File: config.mk
export PLATFORM = sky130hd
export DESIGN_NAME = rv_pipe_top
export DESIGN_NICKNAME = d
export VERILOG_FILES = /design/src/common/rv_isa_pkg.sv /design/src/common/rv_pipe_pkg.sv /design/src/common/stage_if.sv /design/src/rtl/stage_reg.sv /design/src/rtl/fetch_stage.sv /design/src/rtl/decode_stage.sv /design/src/rtl/execute_stage.sv /design/src/rtl/rv_pipe_top.sv
export VERILOG_INCLUDE_DIRS = /design/src /design/src/common
export SDC_FILE = /design/constraint.sdc
export NUM_CORES = 2
export LEC_CHECK = 0
export BUFFER_PORTS_ARGS = -buffer_cell sky130_fd_sc_hd__buf_2
export CAP_MARGIN = 20
export CORE_MARGIN = 4
export CORE_UTILIZATION = 55
export DETAILED_ROUTE_END_ITERATION = 10
export GPL_ROUTABILITY_DRIVEN = 0
export HOLD_SLACK_MARGIN = 0.02
export PLACE_DENSITY = 0.75
export RECOVER_POWER = 50
export SYNTH_ARGS = -nofsm -noshare
export SYNTH_HDL_FRONTEND = slang
export SYNTH_SLANG_ARGS = --single-unit
File: constraint.sdc
create_clock -name clk -period 10.6 [get_ports clk]
set_input_delay 1.06 -clock clk [delete_from_list [all_inputs] [get_ports clk]]
set_output_delay 1.06 -clock clk [all_outputs]
set_load 0.005 [all_outputs]
File: src/common/rv_params.svh
`ifndef RV_PARAMS_SVH
`define RV_PARAMS_SVH

// data and pc width
`define RV_XLEN 32

// imem word address width, 64 words
`define RV_IMEM_AW 6

// pc after reset
`define RV_RESET_PC 32'h0000_0000

`endif

File: src/common/rv_isa_pkg.sv
`default_nettype none

package rv_isa_pkg;

	typedef enum logic [6:0] {
		OPC_OP     = 7'b0110011,
		OPC_OP_IMM = 7'b0010011,
		OPC_LUI    = 7'b0110111,
		OPC_AUIPC  = 7'b0010111,
		OPC_BRANCH = 7'b1100011,
		OPC_JAL    = 7'b1101111,
		OPC_JALR   = 7'b1100111
	} opcode_e;

	typedef enum logic [3:0] {
		ALU_ADD,
		ALU_SUB,
		ALU_SLL,
		ALU_SLT,
		ALU_SLTU,
		ALU_XOR,
		ALU_SRL,
		ALU_SRA,
		ALU_OR,
		ALU_AND,
		ALU_EQ,   // compares for branches
		ALU_NE,
		ALU_GE,
		ALU_GEU
	} alu_op_e;

	typedef enum logic [1:0] {
		WB_ALU,
		WB_IMM,
		WB_PC4
	} wb_sel_e;

	typedef enum logic [1:0] {
		BR_NONE,
		BR_BRANCH,
		BR_JAL,
		BR_JALR
	} br_kind_e;

endpackage

`default_nettype wire

File: src/common/rv_pipe_pkg.sv
`default_nettype none

`include "rv_params.svh"

package rv_pipe_pkg;
	import rv_isa_pkg::*;

	typedef struct packed {
		logic [`RV_XLEN-1:0] pc;
		logic [31:0]         instr;
	} fd_pkt_t;

	typedef struct packed {
		logic [`RV_XLEN-1:0] pc;
		logic [4:0]          rs1;
		logic [4:0]          rs2;
		logic [4:0]          rd;
		logic [`RV_XLEN-1:0] rs1_val;
		logic [`RV_XLEN-1:0] rs2_val;
		logic [`RV_XLEN-1:0] imm;
		alu_op_e             alu_op;
		logic                op_b_imm;   // operand b from imm
		logic                op_a_pc;    // operand a from pc
		wb_sel_e             wb_sel;
		br_kind_e            br_kind;
		logic                reg_write;
	} de_pkt_t;

	typedef struct packed {
		logic [`RV_XLEN-1:0] pc;
		logic [4:0]          rd;
		logic                reg_write;
		logic [`RV_XLEN-1:0] result;
	} ew_pkt_t;

endpackage

`default_nettype wire

File: src/common/stage_if.sv
`timescale 1ns/10ps
`default_nettype none

interface stage_if #(
	parameter type payload_t = logic
) ();
	logic     valid;
	payload_t payload;
	logic     hold;    // freeze, from the consumer side
	logic     flush;   // kill the register contents

	modport up (
		output valid,
		output payload,
		input  hold,
		input  flush
	);

	modport down (
		input  valid,
		input  payload,
		output hold,
		output flush
	);
endinterface

`default_nettype wire

File: src/rtl/stage_reg.sv
`timescale 1ns/10ps
`default_nettype none

module stage_reg #(
	parameter type payload_t = logic
) (
	input  wire              clk,
	input  wire              rstn,
	input  wire              hold_i,
	input  wire              flush_i,
	input  wire              valid_i,
	input  wire payload_t    data_i,
	output logic             valid_o,
	output payload_t         data_o
);

	always_ff @(posedge clk or negedge rstn)
	begin
		if (!rstn)
			valid_o <= 1'b0;
		else if (!hold_i)
			valid_o <= valid_i && !flush_i;   // hold wins over flush
	end

	always_ff @(posedge clk)
	begin
		if (!hold_i)
			data_o <= data_i;
	end

	// a held slot keeps its contents across the edge
	a_hold_stable: assert property (
		@(posedge clk) disable iff (!rstn)
		hold_i |=> $stable(valid_o) && (!valid_o || $stable(data_o))
	);

endmodule

`default_nettype wire

File: src/rtl/fetch_stage.sv
`timescale 1ns/10ps
`default_nettype none

`include "rv_params.svh"

module fetch_stage
	import rv_pipe_pkg::*;
(
	input  wire                     clk,
	input  wire                     rstn,
	input  wire                     run_i,
	input  wire                     imem_we_i,
	input  wire [`RV_IMEM_AW-1:0]   imem_addr_i,
	input  wire [31:0]              imem_wdata_i,
	input  wire                     redir_valid_i,
	input  wire [`RV_XLEN-1:0]      redir_pc_i,
	stage_if.up                     fd_o
);

	logic [31:0]         imem [0:(1 << `RV_IMEM_AW)-1];
	logic [`RV_XLEN-1:0] pc_q;
	logic [31:0]         instr;
	fd_pkt_t             fd_d;

	assign instr = imem[pc_q[`RV_IMEM_AW+1:2]];   // word addressed, async read

	// host loads the program while the core is stopped
	always_ff @(posedge clk)
	begin
		if (imem_we_i && !run_i)
			imem[imem_addr_i] <= imem_wdata_i;
	end

	always_ff @(posedge clk or negedge rstn)
	begin
		if (!rstn)
			pc_q <= `RV_RESET_PC;
		else if (!fd_o.hold)
			pc_q <= redir_valid_i ? redir_pc_i : pc_q + `RV_XLEN'd4;
	end

	assign fd_d = '{pc: pc_q, instr: instr};

	stage_reg #(
		.payload_t (fd_pkt_t)
	) fd_reg (
		.clk     (clk),
		.rstn    (rstn),
		.hold_i  (fd_o.hold),
		.flush_i (fd_o.flush),
		.valid_i (1'b1),   // fetch always has an instruction
		.data_i  (fd_d),
		.valid_o (fd_o.valid),
		.data_o  (fd_o.payload)
	);

endmodule

`default_nettype wire

File: src/rtl/decode_stage.sv
`timescale 1ns/10ps
`default_nettype none

`include "rv_params.svh"

module decode_stage
	import rv_isa_pkg::*, rv_pipe_pkg::*;
(
	input  wire                 clk,
	input  wire                 rstn,
	stage_if.down               fd_i,
	stage_if.up                 de_o,
	input  wire                 flush_i,
	input  wire                 wb_we_i,
	input  wire [4:0]           wb_rd_i,
	input  wire [`RV_XLEN-1:0]  wb_data_i
);

	fd_pkt_t             fd;
	de_pkt_t             de_d;
	logic [31:0]         instr;
	opcode_e             opc;
	logic [2:0]          funct3;
	logic [4:0]          rs1;
	logic [4:0]          rs2;
	logic [4:0]          rd;
	logic [`RV_XLEN-1:0] imm;
	logic [`RV_XLEN-1:0] rs1_val;
	logic [`RV_XLEN-1:0] rs2_val;
	logic [`RV_XLEN-1:0] rf [32];
	alu_op_e             alu_op;
	logic                op_b_imm;
	logic                op_a_pc;
	wb_sel_e             wb_sel;
	br_kind_e            br_kind;
	logic                reg_write;
	logic                known;

	function automatic alu_op_e alu_dec(input logic [2:0] f3, input logic alt);
		case (f3)
			3'b000:  return alt ? ALU_SUB : ALU_ADD;
			3'b001:  return ALU_SLL;
			3'b010:  return ALU_SLT;
			3'b011:  return ALU_SLTU;
			3'b100:  return ALU_XOR;
			3'b101:  return alt ? ALU_SRA : ALU_SRL;
			3'b110:  return ALU_OR;
			default: return ALU_AND;
		endcase
	endfunction

	assign fd_i.hold  = de_o.hold;
	assign fd_i.flush = flush_i;

	assign fd     = fd_i.payload;
	assign instr  = fd.instr;
	assign opc    = opcode_e'(instr[6:0]);
	assign funct3 = instr[14:12];
	assign rs1    = instr[19:15];
	assign rs2    = instr[24:20];
	assign rd     = instr[11:7];

	always_comb
	begin
		case (opc)
			OPC_OP_IMM:
				if (funct3 == 3'b001 || funct3 == 3'b101)
					imm = {27'd0, instr[24:20]};   // shamt
				else
					imm = {{20{instr[31]}}, instr[31:20]};
			OPC_JALR:            imm = {{20{instr[31]}}, instr[31:20]};
			OPC_BRANCH:          imm = {{20{instr[31]}}, instr[7], instr[30:25],
			                            instr[11:8], 1'b0};
			OPC_LUI, OPC_AUIPC:  imm = {instr[31:12], 12'd0};
			OPC_JAL:             imm = {{12{instr[31]}}, instr[19:12], instr[20],
			                            instr[30:21], 1'b0};
			default:             imm = {{20{instr[31]}}, instr[31:25], instr[11:7]};   // s type
		endcase
	end

	always_comb
	begin
		alu_op    = ALU_ADD;
		op_b_imm  = 1'b0;
		op_a_pc   = 1'b0;
		wb_sel    = WB_ALU;
		br_kind   = BR_NONE;
		reg_write = 1'b0;
		known     = 1'b1;
		case (opc)
			OPC_OP:
			begin
				alu_op    = alu_dec(funct3, instr[30]);
				reg_write = 1'b1;
			end
			OPC_OP_IMM:
			begin
				alu_op    = alu_dec(funct3, instr[30] && funct3 == 3'b101);   // no subi
				op_b_imm  = 1'b1;
				reg_write = 1'b1;
			end
			OPC_LUI:
			begin
				wb_sel    = WB_IMM;
				reg_write = 1'b1;
			end
			OPC_AUIPC:
			begin
				op_a_pc   = 1'b1;
				op_b_imm  = 1'b1;
				reg_write = 1'b1;
			end
			OPC_JAL:
			begin
				br_kind   = BR_JAL;
				wb_sel    = WB_PC4;
				reg_write = 1'b1;
			end
			OPC_JALR:
			begin
				br_kind   = BR_JALR;
				wb_sel    = WB_PC4;
				op_b_imm  = 1'b1;   // alu forms rs1 + imm
				reg_write = 1'b1;
			end
			OPC_BRANCH:
			begin
				br_kind = BR_BRANCH;
				case (funct3)
					3'b000:  alu_op = ALU_EQ;
					3'b001:  alu_op = ALU_NE;
					3'b100:  alu_op = ALU_SLT;
					3'b101:  alu_op = ALU_GE;
					3'b110:  alu_op = ALU_SLTU;
					3'b111:  alu_op = ALU_GEU;
					default: known  = 1'b0;
				endcase
			end
			default: known = 1'b0;   // becomes a bubble
		endcase
	end

	// register file, x0 is never stored
	always_ff @(posedge clk)
	begin
		if (wb_we_i && !de_o.hold && wb_rd_i != 5'd0)
			rf[wb_rd_i] <= wb_data_i;
	end

	assign rs1_val = (rs1 == 5'd0) ? '0 :
	                 (wb_we_i && wb_rd_i == rs1) ? wb_data_i : rf[rs1];   // write-through
	assign rs2_val = (rs2 == 5'd0) ? '0 :
	                 (wb_we_i && wb_rd_i == rs2) ? wb_data_i : rf[rs2];

	assign de_d = '{pc: fd.pc, rs1: rs1, rs2: rs2, rd: rd,
	                rs1_val: rs1_val, rs2_val: rs2_val, imm: imm,
	                alu_op: alu_op, op_b_imm: op_b_imm, op_a_pc: op_a_pc,
	                wb_sel: wb_sel, br_kind: br_kind, reg_write: reg_write};

	stage_reg #(
		.payload_t (de_pkt_t)
	) de_reg (
		.clk     (clk),
		.rstn    (rstn),
		.hold_i  (de_o.hold),
		.flush_i (de_o.flush),
		.valid_i (fd_i.valid && known),
		.data_i  (de_d),
		.valid_o (de_o.valid),
		.data_o  (de_o.payload)
	);

	// execute never puts a write to x0 on the writeback bus
	a_no_x0_write: assert property (
		@(posedge clk) disable iff (!rstn)
		wb_we_i |-> wb_rd_i != 5'd0
	);

endmodule

`default_nettype wire

File: src/rtl/execute_stage.sv
`timescale 1ns/10ps
`default_nettype none

`include "rv_params.svh"

module execute_stage
	import rv_isa_pkg::*, rv_pipe_pkg::*;
(
	input  wire                 clk,
	input  wire                 rstn,
	stage_if.down               de_i,
	stage_if.up                 ew_o,
	output logic                redir_valid_o,
	output logic [`RV_XLEN-1:0] redir_pc_o,
	output logic                wb_we_o,
	output logic [4:0]          wb_rd_o,
	output logic [`RV_XLEN-1:0] wb_data_o
);

	de_pkt_t             d;
	ew_pkt_t             ew_d;
	ew_pkt_t             ew_q;
	logic [`RV_XLEN-1:0] rs1_fwd;
	logic [`RV_XLEN-1:0] rs2_fwd;
	logic [`RV_XLEN-1:0] op_a;
	logic [`RV_XLEN-1:0] op_b;
	logic [`RV_XLEN-1:0] alu_res;
	logic [`RV_XLEN-1:0] result;
	logic [`RV_XLEN-1:0] br_target;
	logic                taken;
	logic                wr_en;

	assign d    = de_i.payload;
	assign ew_q = ew_o.payload;

	assign de_i.hold  = ew_o.hold;
	assign de_i.flush = redir_valid_o;

	// writeback bus straight from the E/W register
	assign wb_we_o   = ew_o.valid && ew_q.reg_write;
	assign wb_rd_o   = ew_q.rd;
	assign wb_data_o = ew_q.result;

	assign rs1_fwd = (wb_we_o && wb_rd_o != 5'd0 && wb_rd_o == d.rs1) ? wb_data_o : d.rs1_val;
	assign rs2_fwd = (wb_we_o && wb_rd_o != 5'd0 && wb_rd_o == d.rs2) ? wb_data_o : d.rs2_val;

	assign op_a = d.op_a_pc ? d.pc : rs1_fwd;
	assign op_b = d.op_b_imm ? d.imm : rs2_fwd;

	always_comb
	begin
		alu_res = '0;
		case (d.alu_op)
			ALU_ADD:  alu_res = op_a + op_b;
			ALU_SUB:  alu_res = op_a - op_b;
			ALU_SLL:  alu_res = op_a << op_b[4:0];
			ALU_SLT:  alu_res[0] = $signed(op_a) < $signed(op_b);
			ALU_SLTU: alu_res[0] = op_a < op_b;
			ALU_XOR:  alu_res = op_a ^ op_b;
			ALU_SRL:  alu_res = op_a >> op_b[4:0];
			ALU_SRA:  alu_res = $unsigned($signed(op_a) >>> op_b[4:0]);
			ALU_OR:   alu_res = op_a | op_b;
			ALU_AND:  alu_res = op_a & op_b;
			ALU_EQ:   alu_res[0] = op_a == op_b;
			ALU_NE:   alu_res[0] = op_a != op_b;
			ALU_GE:   alu_res[0] = $signed(op_a) >= $signed(op_b);
			default:  alu_res[0] = op_a >= op_b;   // geu
		endcase
	end

	always_comb
	begin
		case (d.br_kind)
			BR_BRANCH:      taken = alu_res[0];
			BR_JAL, BR_JALR: taken = 1'b1;
			default:        taken = 1'b0;
		endcase
	end

	assign br_target     = d.pc + d.imm;
	assign redir_valid_o = de_i.valid && taken;
	assign redir_pc_o    = (d.br_kind == BR_JALR) ? {alu_res[`RV_XLEN-1:1], 1'b0} : br_target;

	always_comb
	begin
		case (d.wb_sel)
			WB_IMM:  result = d.imm;
			WB_PC4:  result = d.pc + `RV_XLEN'd4;
			default: result = alu_res;
		endcase
	end

	// rd 0 retires as a non-writing instruction
	assign wr_en = d.reg_write && d.rd != 5'd0;
	assign ew_d  = '{pc: d.pc, rd: wr_en ? d.rd : 5'd0, reg_write: wr_en,
	                 result: wr_en ? result : '0};

	stage_reg #(
		.payload_t (ew_pkt_t)
	) ew_reg (
		.clk     (clk),
		.rstn    (rstn),
		.hold_i  (ew_o.hold),
		.flush_i (1'b0),
		.valid_i (de_i.valid),
		.data_i  (ew_d),
		.valid_o (ew_o.valid),
		.data_o  (ew_o.payload)
	);

	// the slot behind a redirect is flushed, so it can not redirect again
	a_no_redir_from_bubble: assert property (
		@(posedge clk) disable iff (!rstn)
		redir_valid_o && !de_i.hold |=> !redir_valid_o
	);

endmodule

`default_nettype wire

File: src/rtl/rv_pipe_top.sv
`timescale 1ns/10ps
`default_nettype none

`include "rv_params.svh"

module rv_pipe_top
	import rv_pipe_pkg::*;
(
	input  wire                     clk,
	input  wire                     rstn,
	input  wire                     run_i,
	input  wire                     imem_we_i,
	input  wire [`RV_IMEM_AW-1:0]   imem_addr_i,
	input  wire [31:0]              imem_wdata_i,
	output logic                    retire_o,
	output logic [31:0]             retire_pc_o,
	output logic [4:0]              retire_rd_o,
	output logic [31:0]             retire_data_o
);

	stage_if #(.payload_t(fd_pkt_t)) fd_if ();
	stage_if #(.payload_t(de_pkt_t)) de_if ();
	stage_if #(.payload_t(ew_pkt_t)) ew_if ();

	logic                redir_valid;
	logic [`RV_XLEN-1:0] redir_pc;
	logic                wb_we;
	logic [4:0]          wb_rd;
	logic [`RV_XLEN-1:0] wb_data;

	assign ew_if.hold = ~run_i;   // propagates back through every stage

	fetch_stage fetch_i (
		.clk           (clk),
		.rstn          (rstn),
		.run_i         (run_i),
		.imem_we_i     (imem_we_i),
		.imem_addr_i   (imem_addr_i),
		.imem_wdata_i  (imem_wdata_i),
		.redir_valid_i (redir_valid),
		.redir_pc_i    (redir_pc),
		.fd_o          (fd_if.up)
	);

	decode_stage decode_i (
		.clk       (clk),
		.rstn      (rstn),
		.fd_i      (fd_if.down),
		.de_o      (de_if.up),
		.flush_i   (redir_valid),
		.wb_we_i   (wb_we),
		.wb_rd_i   (wb_rd),
		.wb_data_i (wb_data)
	);

	execute_stage execute_i (
		.clk           (clk),
		.rstn          (rstn),
		.de_i          (de_if.down),
		.ew_o          (ew_if.up),
		.redir_valid_o (redir_valid),
		.redir_pc_o    (redir_pc),
		.wb_we_o       (wb_we),
		.wb_rd_o       (wb_rd),
		.wb_data_o     (wb_data)
	);

	assign retire_o      = ew_if.valid && run_i;   // commits only on a running edge
	assign retire_pc_o   = ew_if.payload.pc;
	assign retire_rd_o   = ew_if.payload.rd;
	assign retire_data_o = ew_if.payload.result;

endmodule

`default_nettype wire

==> impl_results.md <==
* Outcome: finished, violations left
* Failing checks: DRC, capacitance limit, slew limit
* Core Util, Final at 0.6120
* RSZ-0062 raised after global routing: false
* Total track usage at 0.3175
* Seq/Total Area, Yosys at 0.6702
* Die span in x at between 500 and 600 µm
* Psw at 15.78 mW
* HPWL Detailed at approximately 250000 µm
* Worst-Margin Slew at just over 7 ns
* Vias in the first global route at 87314
* FMAX at between 100 and 150 MHz
* Ports at 112
* Syn Inst Count at around 8000
* Number of setup violations in the final report at 0
* Routed WL at 455100 µm
* Crit-path max FO at 33
* Synth Cell Area at between 0.15 and 0.2 mm²
* Critical Path, Cell by Cell: or3_1 > o311a_4 > and2_2 > buf_4 > o311ai_4 > ha_1 > or3_1 > nand3b_1 > a2111oi_0 > nor4_1 > o211a_1 > xnor2_1 > o2111ai_1 > nand4_1 > a22o_1 > nor2_2 > nand2_1 > o221a_2
* Starting DRT DRC Count at approximately 15000
* CTS tree: done
* Critical Path Source Type: flop
* Pin count of the biggest net entering global routing at between 100 and 150
* Tcrit/Tclk final at 0.8573
* P_int at 29.60 mW
* PortBufs at 111
* Initial antenna violation count at 41
* Postcts setup bufs at 0
* Drt drc at roughly 70
* Switching Fraction at 0.3476
* Worst-Skew Late Latency at 0.89 ns
* Skew final at 0.09988 ns
* Worst-path clk slew at 0.07 ns
* Largest stage delay on the critical path at between 0.9 and 1 ns
* Combinational fraction of design power at 0.385
* Pre-CTS setup slack at 2.107 ns
* P_leak at between 50 and 60 nW
* CTS sink cnt at about 3400
* PD cells at 270.5 mW/mm²
* Library cells used by synthesis at 97
* Crit path DAT at roughly 9.8 ns
* H-tree levels at 5
* Number of CTS-inserted buffers at 337
* Max-slew violations at between 3000 and 4000
* Cell taking the most area after synthesis: edfxtp_1
* Final-report hold violation count at 0
* Top post-synthesis cells by area: edfxtp_1 66%, mux4_2 19%, mux2i_1 1.7%
* Clock root buffer: clkbuf_16
* Vias per Instance at between 7 and 8
* Core Rows at between 150 and 200
* Total power at around 45 mW
* Cell repeated most along the worst path: or3_1
* Setup TNS at 0 ns
* Seq pwr share at 0.358
* Most used DFF post-synth: edfxtp_1
* Via count at 86667
* Area grow syn2layout at 10.47%
* Layout cells sized above 1 at 0.2673
* CTS Buffer Depth at 4
* Setup crit end kind: flop
* Critical path's slowest cell: a2111oi_0
* Yosys top cell area share at 0.6645
* Critical path class: flop to flop
* Smallest hold slack at 0.4121 ns
* Final Critical Period at between 9 and 10 ns
* Async S/R FF share, synth at 0.01031
* Worst vdd rail ir drop at approximately 250 µV
* Worst path required time at ~11 ns
* Wire length per cell at between 30 and 40 µm
* First-pass GRT wire length at ~650000 µm
* Avg Inst Size Synth at between 15 and 20 µm²
* Drt first pass iters at 11
* Global route overflow at 0
* Nets at between 8000 and 9000
* Ys Warns at 0
* Post-synthesis register bit count at around 3400
* Worst setup margin at around 1.5 ns
* Max-cap violations at 81
* Die ar. at 0.2845 mm²
* Filler instances at between 15000 and 20000
* Initial core utilization at 0.5540
* Slew headroom at -3.765
* Post-CTS sizing at 0
* Post-CTS Hold Fix Bufs at 0
* Worst hold path type: flop to flop
* CORE AREA at ~0.27 mm²
* Clock power share at 0.258
* Number of flops mapped to enable cells by yosys at approximately 3400
* DIE HEIGHT at 533.4 µm
* Antenna Nets Post-Route at 0
[power by group through the flow]
stage | clock, mW | sequential, mW | combinational [mW]
after floorplan | 0 | 16.2 | 11.4
after global placement | 0 | 16.4 | 16.5
after detailed placement | 0 | 16.5 | 16.7
after CTS | 11.8 | 16.2 | 16.8
after global routing | 12.4 | 16.3 | 18.1
final | 11.7 | 16.2 | 17.5
[synthesized netlist by cell type (50+ instances only)]
library cell     n
edfxtp_1      3360
a21oi_1        150
nor2_1         373
clkbuf_1       356
xnor2_1         54
mux4_2        1313
nand2_1        284
buf_4           77
mux2i_1        263
a221oi_1        50
ha_1           132
nor3_1          70
buf_1          109
inv_1          154
a211oi_1       121
nand3_1         80
o21ai_0        145
[logic make-up (layout without fill, tap and decap cells)]
family,Yosys count,in the layout,share of synthesized area
other,1,54,0.00002470
muxes,1595,1595,0.2135
AOI/OAI and AO/OA,891,891,0.04451
xor gates and xnor gates,94,94,0.005422
and+or+nand+nor,1076,1076,0.03359
buffers and inverters,756,1136,0.02143
DFF,3395,3395,0.6702
adders and majority gates,135,135,0.01127
[routing by layer]
metal,global-route usage,vias up,wire length (µm)
li1,-,33578,-
met1,0.4055,44234,148600
met2,0.4943,7040,213400
met3,0.08681,1797,58620
met4,0.1851,18,34330
met5,0,-,132
[critical path: cells and delay by family (launching register included)]
family	cells	cell delay [ns]
flops	1	0.66
simple gates	8	3.96
compound gates	7	3.11
buf+inv	1	0.50
fa+ha+maj	1	0.47
xor+xnor	1	0.15
[registers in the layout, indices dropped and copies added (netlist names)]
signal and cells:
fetch_i.fd_reg.data_o 64, execute_i.ew_reg.data_o 70, fetch_i.pc_q 32, fetch_i.fd_reg.valid_o 1, decode_i.rf 1024, fetch_i.imem 2048
decode_i.de_reg.data_o 154, decode_i.de_reg.valid_o 1, execute_i.ew_reg.valid_o 1
[through the flow]
stage               cell area, µm²  std cells
finish                      167700      12062
global route                167700      12050
CTS                         167800      12002
detailed placement          157300      11416
global placement            157200      11415
floorplan                   152000       7974
[worst paths after layout]
check / from / to / slack, ns / cells past startpoint
max: execute_i.ew_reg.data_o[37]$_SDFFCE_PN0P_ / fetch_i.pc_q[3]$_DFFE_PN0P_ / 1.51 / 18
min: fetch_i.fd_reg.data_o[41]$_DFFE_PP_ / decode_i.de_reg.data_o[131]$_DFFE_PP_ / 0.41 / 0
max reg2reg: execute_i.ew_reg.data_o[37]$_SDFFCE_PN0P_ / fetch_i.pc_q[3]$_DFFE_PN0P_ / 1.51 / 18
min reg2reg: fetch_i.fd_reg.data_o[41]$_DFFE_PP_ / decode_i.de_reg.data_o[131]$_DFFE_PP_ / 0.41 / 0
max in group asynchronous: rstn / fetch_i.pc_q[6]$_DFFE_PN0P_ / 8.49 / 1
min in group asynchronous: rstn / execute_i.ew_reg.valid_o$_DFFE_PN0P_ / 0.78 / 1
[layout by cell type, fill, tap and decap left out, drive strengths merged, types with 80 or more instances in the layout]
cell type	netlist	final
a211oi	121	121
clkinv	1	132
edfxtp	3360	3360
clkbuf	356	529
inv	161	175
mux2i	263	263
buf	238	267
a21oi	150	150
ha	132	132
nand2	285	285
o21ai	162	162
nor2	376	376
mux4	1313	1313
nand3	80	80
[final cells by class]
cell class / instances / area, µm² / area share
sequential: 3395 / 101800 / 0.6067
multi-input combinational: 3823 / 47710 / 0.2844
clock buffer: 409 / 8882 / 0.05295
tap: 3686 / 4612 / 0.02749
timing repair buffer: 388 / 2446 / 0.01458
clock inverter: 177 / 1650 / 0.009839
inverter: 162 / 608.1 / 0.003625
antenna: 22 / 55.05 / 0.0003282
(Power assumes the default switching activity.)
